## src/icache_defs.svh

```systemverilog
// instruction cache sizing

`ifndef ICACHE_DEFS_SVH
`define ICACHE_DEFS_SVH

// organisation
`define ICACHE_WAYS       4
`define ICACHE_WAY_BITS   2
`define ICACHE_SETS       128
`define ICACHE_IDX_BITS   7
`define ICACHE_TAG_BITS   21
`define ICACHE_OFF_BITS   4

// data widths
`define ICACHE_ADDR_BITS  32
`define ICACHE_LINE_BITS  128
`define ICACHE_BEAT_BITS  64

// each way spans two sram banks picked by the index msb
`define ICACHE_RAM_DEPTH  64
`define ICACHE_RAM_AW     6
`define ICACHE_RAMS       (2 * `ICACHE_WAYS)

// performance counters
`define ICACHE_CNT_BITS   64

`endif

```

## src/icache_pkg.sv

```systemverilog
// instruction cache types

`include "icache_defs.svh"

package icache_pkg;

    // fetch address split for lookup
    typedef struct packed {
        logic [`ICACHE_TAG_BITS-1:0] tag;
        logic [`ICACHE_IDX_BITS-1:0] index;
        logic [`ICACHE_OFF_BITS-1:0] offset;
    } icache_addr_fields_t;

    typedef union packed {
        logic [`ICACHE_ADDR_BITS-1:0] word;    // raw, for bus address
        icache_addr_fields_t          f;
    } icache_addr_u;

    typedef enum logic [1:0] {
        IDLE,
        LOOKUP,
        REFILL,
        HOLD
    } icache_state_e;

    typedef struct packed {
        logic                         hit;
        logic [`ICACHE_WAY_BITS-1:0]  hit_way;
        logic [`ICACHE_WAY_BITS-1:0]  victim_way;
    } icache_lookup_t;

    typedef struct packed {
        logic [`ICACHE_IDX_BITS-1:0]  index;
        logic [`ICACHE_TAG_BITS-1:0]  tag;
        logic [`ICACHE_WAY_BITS-1:0]  way;
    } icache_fill_t;

endpackage

```

## src/icache_ctrl.sv

```systemverilog
// request FSM, refill and counters

`timescale 1ns/1ps

`include "icache_defs.svh"

module icache_ctrl (
    input  logic                                  clk,
    input  logic                                  rst,
    // cpu
    input  logic [`ICACHE_ADDR_BITS-1:0]          cpu_addr_i,
    input  logic                                  cpu_valid_i,
    input  logic                                  cpu_consume_i,
    input  logic                                  cpu_clean_i,
    output logic [`ICACHE_LINE_BITS-1:0]          cpu_data_o,
    output logic                                  cpu_ready_o,
    output logic                                  cache_clear_o,
    // read bus
    output logic                                  axi_valid_o,
    output logic [`ICACHE_ADDR_BITS-1:0]          axi_addr_o,
    input  logic                                  axi_ready_i,
    input  logic                                  axi_last_i,
    input  logic [`ICACHE_BEAT_BITS-1:0]          axi_data_i,
    // counters
    output logic [`ICACHE_CNT_BITS-1:0]           hit_count_o,
    output logic [`ICACHE_CNT_BITS-1:0]           miss_count_o,
    // tag store
    output logic [`ICACHE_IDX_BITS-1:0]           lookup_index_o,
    output logic [`ICACHE_TAG_BITS-1:0]           lookup_tag_o,
    output logic                                  lookup_en_o,
    output logic                                  fill_en_o,
    output icache_pkg::icache_fill_t              fill_o,
    input  icache_pkg::icache_lookup_t            lookup_i,
    // srams
    output logic [`ICACHE_RAMS-1:0]               ram_ce_o,
    output logic [`ICACHE_RAMS-1:0]               ram_we_o,
    output logic [`ICACHE_RAM_AW-1:0]             ram_addr_o,
    output logic [`ICACHE_LINE_BITS-1:0]          ram_wdata_o,
    input  logic [`ICACHE_RAMS-1:0][`ICACHE_LINE_BITS-1:0] ram_rdata_i
);

    import icache_pkg::*;

    icache_state_e                state_q;
    icache_addr_u                 cpu_addr;
    icache_addr_u                 req_q;       // request being served
    logic [`ICACHE_WAY_BITS-1:0]  victim_q;
    logic [`ICACHE_LINE_BITS-1:0] line_q;      // refill line
    logic                         beat_q;      // next beat is the upper half
    logic                         fill_q;      // line complete, write this cycle
    logic                         abandon_q;   // clean seen during refill
    logic                         rd_en;
    logic [`ICACHE_IDX_BITS-1:0]  ram_idx;

    assign cpu_addr      = cpu_addr_i;
    assign cache_clear_o = (state_q == IDLE);

    assign lookup_index_o = req_q.f.index;
    assign lookup_tag_o   = req_q.f.tag;
    // no age update when the cpu walks away
    assign lookup_en_o    = (state_q == LOOKUP) && !cpu_clean_i;
    assign fill_en_o      = (state_q == REFILL) && fill_q;

    always_comb begin
        fill_o.index = req_q.f.index;
        fill_o.tag   = req_q.f.tag;
        fill_o.way   = victim_q;
    end

    // read is issued from idle so the line is ready in lookup
    assign rd_en      = (state_q == IDLE) && cpu_valid_i;
    assign ram_idx    = rd_en ? cpu_addr.f.index : req_q.f.index;
    assign ram_addr_o = ram_idx[`ICACHE_RAM_AW-1:0];
    assign ram_wdata_o = line_q;

    // sram r serves way r/2 in bank r%2
    always_comb begin
        for (int r = 0; r < `ICACHE_RAMS; r++) begin
            ram_we_o[r] = fill_en_o && (victim_q == r[`ICACHE_WAY_BITS:1]);
            ram_ce_o[r] = (ram_idx[`ICACHE_IDX_BITS-1] == r[0]) && (rd_en || ram_we_o[r]);
        end
    end

    always_ff @(posedge clk) begin
        if (rst) begin
            state_q      <= IDLE;
            req_q        <= '0;
            cpu_ready_o  <= 1'b0;
            axi_valid_o  <= 1'b0;
            beat_q       <= 1'b0;
            fill_q       <= 1'b0;
            abandon_q    <= 1'b0;
            hit_count_o  <= '0;
            miss_count_o <= '0;
        end else begin
            case (state_q)
                IDLE: begin
                    if (cpu_valid_i) begin
                        req_q   <= cpu_addr;
                        state_q <= LOOKUP;
                    end
                end
                LOOKUP: begin
                    if (cpu_clean_i) begin
                        state_q <= IDLE;
                    end else if (lookup_i.hit) begin
                        cpu_data_o  <= ram_rdata_i[{lookup_i.hit_way,
                                                    req_q.f.index[`ICACHE_IDX_BITS-1]}];
                        cpu_ready_o <= 1'b1;
                        hit_count_o <= hit_count_o + 1'b1;
                        state_q     <= HOLD;
                    end else begin
                        victim_q     <= lookup_i.victim_way;
                        axi_valid_o  <= 1'b1;
                        axi_addr_o   <= {req_q.word[`ICACHE_ADDR_BITS-1:`ICACHE_OFF_BITS],
                                         {`ICACHE_OFF_BITS{1'b0}}};
                        miss_count_o <= miss_count_o + 1'b1;
                        state_q      <= REFILL;
                    end
                end
                REFILL: begin
                    if (fill_q) begin
                        // line goes into the sram and tag store at this edge
                        fill_q    <= 1'b0;
                        abandon_q <= 1'b0;
                        if (abandon_q || cpu_clean_i) begin
                            state_q <= IDLE;
                        end else begin
                            cpu_data_o  <= line_q;
                            cpu_ready_o <= 1'b1;
                            state_q     <= HOLD;
                        end
                    end else begin
                        if (cpu_clean_i) begin
                            abandon_q <= 1'b1;
                        end
                        if (axi_valid_o && axi_ready_i) begin
                            line_q[beat_q*`ICACHE_BEAT_BITS +: `ICACHE_BEAT_BITS] <= axi_data_i;
                            beat_q <= ~beat_q;
                            if (axi_last_i) begin
                                axi_valid_o <= 1'b0;
                                beat_q      <= 1'b0;
                                fill_q      <= 1'b1;
                            end
                        end
                    end
                end
                HOLD: begin
                    if (cpu_consume_i || cpu_clean_i) begin
                        cpu_ready_o <= 1'b0;
                        state_q     <= IDLE;
                    end
                end
                default: state_q <= IDLE;
            endcase
        end
    end

    // request must stay up until the responder has sent the last beat
    a_axi_valid_hold: assert property (
        @(posedge clk) disable iff (rst)
        axi_valid_o && !(axi_ready_i && axi_last_i) |=> axi_valid_o
    ) else $error("bus request dropped before last beat");

    a_no_ready_in_refill: assert property (
        @(posedge clk) disable iff (rst) (state_q == REFILL) |-> !cpu_ready_o
    ) else $error("cpu ready raised during refill");

endmodule

```

## config.mk

```make
export PLATFORM = sky130hd
export DESIGN_NAME = icache_ctrl
export DESIGN_NICKNAME = d
export VERILOG_FILES = /design/src/icache_pkg.sv /design/src/icache_ctrl.sv
export VERILOG_INCLUDE_DIRS = /design/src
export SDC_FILE = /design/constraint.sdc
export NUM_CORES = 1
export LEC_CHECK = 0
export ABC_AREA = 1
export BUFFER_PORTS_ARGS = -buffer_cell sky130_fd_sc_hd__clkbuf_2
export CORE_AREA = 2 2 630 632
export CTS_CLUSTER_SIZE = 14
export DETAILED_ROUTE_END_ITERATION = 10
export DIE_AREA = 0 0 632 634
export GPL_TIMING_DRIVEN = 0
export PLACE_DENSITY_LB_ADDON = 0.05
export SYNTH_ARGS = -nofsm -noshare
export SYNTH_HDL_FRONTEND = slang
export SYNTH_SLANG_ARGS = --single-unit
```

## constraint.sdc

```tcl
create_clock -name clk -period 7.8 [get_ports clk]
set_clock_uncertainty 0.1 [all_clocks]
set_input_delay 0.78 -clock clk [delete_from_list [all_inputs] [get_ports clk]]
set_output_delay 0.78 -clock clk [all_outputs]
set_load 0.05 [all_outputs]
```

==> qor.csv <==
stage;metric;value;unit
status;run_status;completed;
timing;rsz0062_at_grt;no;
worst_setup_path;cp_max_fo;12;
final_layout;area_growth;61.84;%
worst_setup_path;worstReg2RegStart;req_q[10];
floorplanning;initial_core_util;7.332;%
hold_path;min_from;lookup_i[1];
drt;dr.pass1.iters;5;
floorplanning;core;394200;µm²
floorplanning;die_h;634;µm
placed_design;dpl-instance-area;44120;µm²
drt;vias_per_cell;3.390;
cts;post_cts_buffers;0;
drt;wl_met2;198.9;mm
synthesis;ys_warn_count;0;
power_and_ir_drop;peakVddDrop;0.0001599;V
drt;wl_met3;25.71;mm
grt;grt_first_pass_wirelength;470.2;mm
floorplanning;die_area;400700;µm²
grt;antenna_found_initial;224;
power_and_ir_drop;p_seq_share;26.1;%
placed_design;dpl.hpwl;337.2;mm
drt;drc_errors;0;
worst_setup_path;crit_arrival;4.29;ns
floorplanning;die_x;632;µm
run;cap_viol_max_count;0;
synthesis;syn_area_per_cell;6.848;µm²
timing;worst_pin_slew;1.486;ns
power_and_ir_drop;intPower;0.005894;W
timing;slew_viol_final;0;
timing;finalCriticalPeriod;5.171;ns
synthesis;async_flop_share;0;%
placed_design;gp_congestion;0.8731;
drt;finalWirelength;387.1;mm
synthesis;synth_cells;4221;
hold_path;whs_path_depth;1;
drt;routedWlPerCell;34.21;µm
worst_setup_path;critPathKind;reg -> out;
cts;cts_max_level;3;
drt;highest_layer;met5;
cts;cts_buffer_depth;4;
power_and_ir_drop;powerDensity;239.1;nW/µm²
grt;grt_max_degree;26;
timing;fmax;193.4;MHz
final_layout;fin_area;46780;µm²
drt;met1_length;151.7;mm
grt;grt_pass1_vias;38420;
synthesis;synth_edf_count;286;
drt;antenna_left;0;
cts;clk_latency;0.80;ns
worst_setup_path;startpoint_type;flip-flop;
timing;setup_violations;0;
placed_design;placed_cells;11110;
power_and_ir_drop;swShare;47.29;%
cts;cts_tree;done;
worst_setup_path;reg2regPathDepth;7;
cts;cts_buffers;82;
power_and_ir_drop;p_sw;0.005288;W
timing;period_share;66.30;%
final_layout;fin_util;11.87;%
worst_setup_path;crit_required;6.92;ns
power_and_ir_drop;p_leak;19.35;nW
floorplanning;num_io_pins;1633;
worst_setup_path;cp_slowest_cell;buf_2;
timing;final_hold_viol_count;0;
synthesis;synth_top_flop_cell;edfxtp_1;
worst_setup_path;cpPeakStageDelay;0.76;ns
timing;slew_headroom;0.9547;%
power_and_ir_drop;power;0.01118;W
cts;cts_sinks;449;
grt;track_usage;18.47;%
drt;drt_iter0_drc;2451;
grt;gr-total-overflow;0;
final_layout;drive_gt1_share;32.33;%
cts;path_clk_slew;0.06;ns
timing;holdWs;0.1061;ns
hold_path;min_to;victim_q[1];
hold_path;hp-class;in -> reg;
placed_design;port_buffers;1623;
drt;num_vias;38360;
power_and_ir_drop;combPwrFrac;41.1;%
synthesis;syn-cell-area;28900;µm²
synthesis;ys_ff_latch;449;
synthesis;ys_seq_area_share;41.00;%
worst_setup_path;ff2ff_setup_slack;3.29;ns
synthesis;ys_types;46;
floorplanning;rows;231;
final_layout;stdcell_count;11320;
power_and_ir_drop;clockPowerShare;32.8;%
final_layout;layout.nets;7087;
cts;clock-root-buffer;clkbuf_16;
worst_setup_path;cpMostUsedCell;buf_2;
worst_setup_path;reg2reg_to;cpu_data_o[95];
worst_setup_path;worstSetupEndpointType;output pin;
worst_setup_path;cp_cell_sequence;buf_2 -> inv_2 -> buf_2 -> buf_2 -> nand2_1 -> o21ai_1 -> inv_1 -> nor2_1 -> clkbuf_2;
-- power by group through the flow --
stage          combinational (W)  sequential (W)  clock (W)
4_1_cts                  0.00476         0.00292    0.00389
2_1_floorplan            0.00171         0.00351          0
6_report                 0.00459         0.00292    0.00367
5_1_grt                  0.00492         0.00293    0.00392
3_3_place_gp             0.00470         0.00303          0
3_5_place_dp             0.00475         0.00297          0
-- critical path, delay by kind of cell, from the launching register on --
family / cells / cell delay, ns
compound gates: 1 / 0.27
buf+inv: 6 / 2.55
flops: 1 / 0.38
simple gates: 2 / 0.26
-- logic make-up (layout without fill, tap and decap cells) --
family	count (synthesis)	in the layout	synth area share, %
fa+ha+maj	2	2	0.08656
xor+xnor	15	15	0.4545
buf+inv	604	2393	8.588
other cells	1	65	0.01297
simple gates	2233	2233	31.60
flops	449	449	41.00
compound gates	917	917	18.25
-- what timing repair did --
action | in CTS | in global routing
gates resized for setup | 0 | 0
hold buffers | 1 | 0
endpoints found under the hold margin | 1 | 0
-- layout by cell type (no fill, tap or decap), types with 61 or more instances in the layout --
| master | synthesis | layout |
|---|---|---|
| clkbuf_16 | 0 | 82 |
| nand2_1 | 670 | 670 |
| diode_2 | 0 | 61 |
| clkbuf_1 | 179 | 181 |
| nand3_1 | 216 | 216 |
| nor2_1 | 1199 | 1195 |
| a21oi_1 | 61 | 61 |
| o211ai_1 | 256 | 256 |
| o21ai_0 | 539 | 539 |
| edfxtp_1 | 286 | 286 |
| clkbuf_2 | 0 | 1640 |
| dfxtp_1 | 163 | 163 |
| inv_1 | 291 | 291 |
-- routing by layer --
metal,GRT usage (%),vias to the layer above
li1,-,17600
met1,21.11,18760
met2,33.97,1533
met3,4.714,437
met4,4.471,34
met5,0,-
-- sequential cells by signal, indices dropped and copies added, names as in the netlist, 2 cells and up --
register and flops:
ram_wdata_o 128, req_q 28, victim_q 2, miss_count_o 64, axi_addr_o 28, state_q 2, hit_count_o 64, cpu_data_o 128
-- per-stage QoR --
step / worst slack (ns) / setup TNS (ns)
2_1_floorplan: 0.5999 / 0
3_5_place_dp: 2.808 / 0
4_1_cts: 2.307 / 0
6_report: 2.629 / 0
3_3_place_gp: -7.067 / -1141.47
5_1_grt: 2.282 / 0
-- area by class of cell --
| class | instances | area, µm² |
|---|---|---|
| Tap cell | 5242 | 6559 |
| Buffer | 304 | 1381 |
| Clock inverter | 33 | 229.0 |
| Clock buffer | 111 | 2261 |
| Sequential cell | 449 | 11850 |
| Fill cell | 46600 | 347500 |
| Timing Repair Buffer | 1645 | 8606 |
| Multi-Input combinational cell | 3171 | 14610 |
| Antenna cell | 61 | 152.6 |
| Inverter | 300 | 1126 |
-- worst max path at each step --
stage / cells past startpoint / endpoint / from / slack (ns)
floorplan: 3 / cpu_data_o[0] / cpu_clean_i / 0.60
global placement: 4 / cpu_data_o[64] / cpu_clean_i / -7.07
detailed placement: 7 / cpu_data_o[95] / req_q[10] / 2.81
CTS: 9 / ram_ce_o[6] / req_q[10] / 2.31
global route: 9 / ram_ce_o[6] / req_q[10] / 2.28
finish: 9 / ram_ce_o[6] / req_q[10] / 2.63
-- synth_stat cells (2+ instances only) --
cell,instances,share of area (%)
nor3b_1,7,0.18
nand2_4,2,0.078
nor2_2,30,0.65
inv_1,291,3.8
nand3b_1,4,0.10
nand3_2,8,0.28
buf_2,49,0.85
a21oi_1,61,1.1
o21ai_0,539,9.3
nand4_1,38,0.82
o211ai_1,256,6.6
inv_2,9,0.12
dfxtp_1,163,11
nor4_1,2,0.043
xnor2_1,3,0.091
buf_1,37,0.48
buf_6,2,0.078
nand2_2,3,0.065
and3_1,2,0.043
o21ai_1,44,0.76
xor2_1,12,0.36
nand3_1,216,3.7
clkbuf_1,179,2.3
or2_2,6,0.13
ha_1,2,0.087
nor2_1,1199,16
buf_4,37,0.96
nor3_1,30,0.52
edfxtp_1,286,30
o21a_1,4,0.10
nor3_2,4,0.14
o31ai_1,3,0.078
o21bai_1,5,0.13
nor2_4,7,0.27
nand2_1,670,8.7
(Power assumes the default switching activity.)
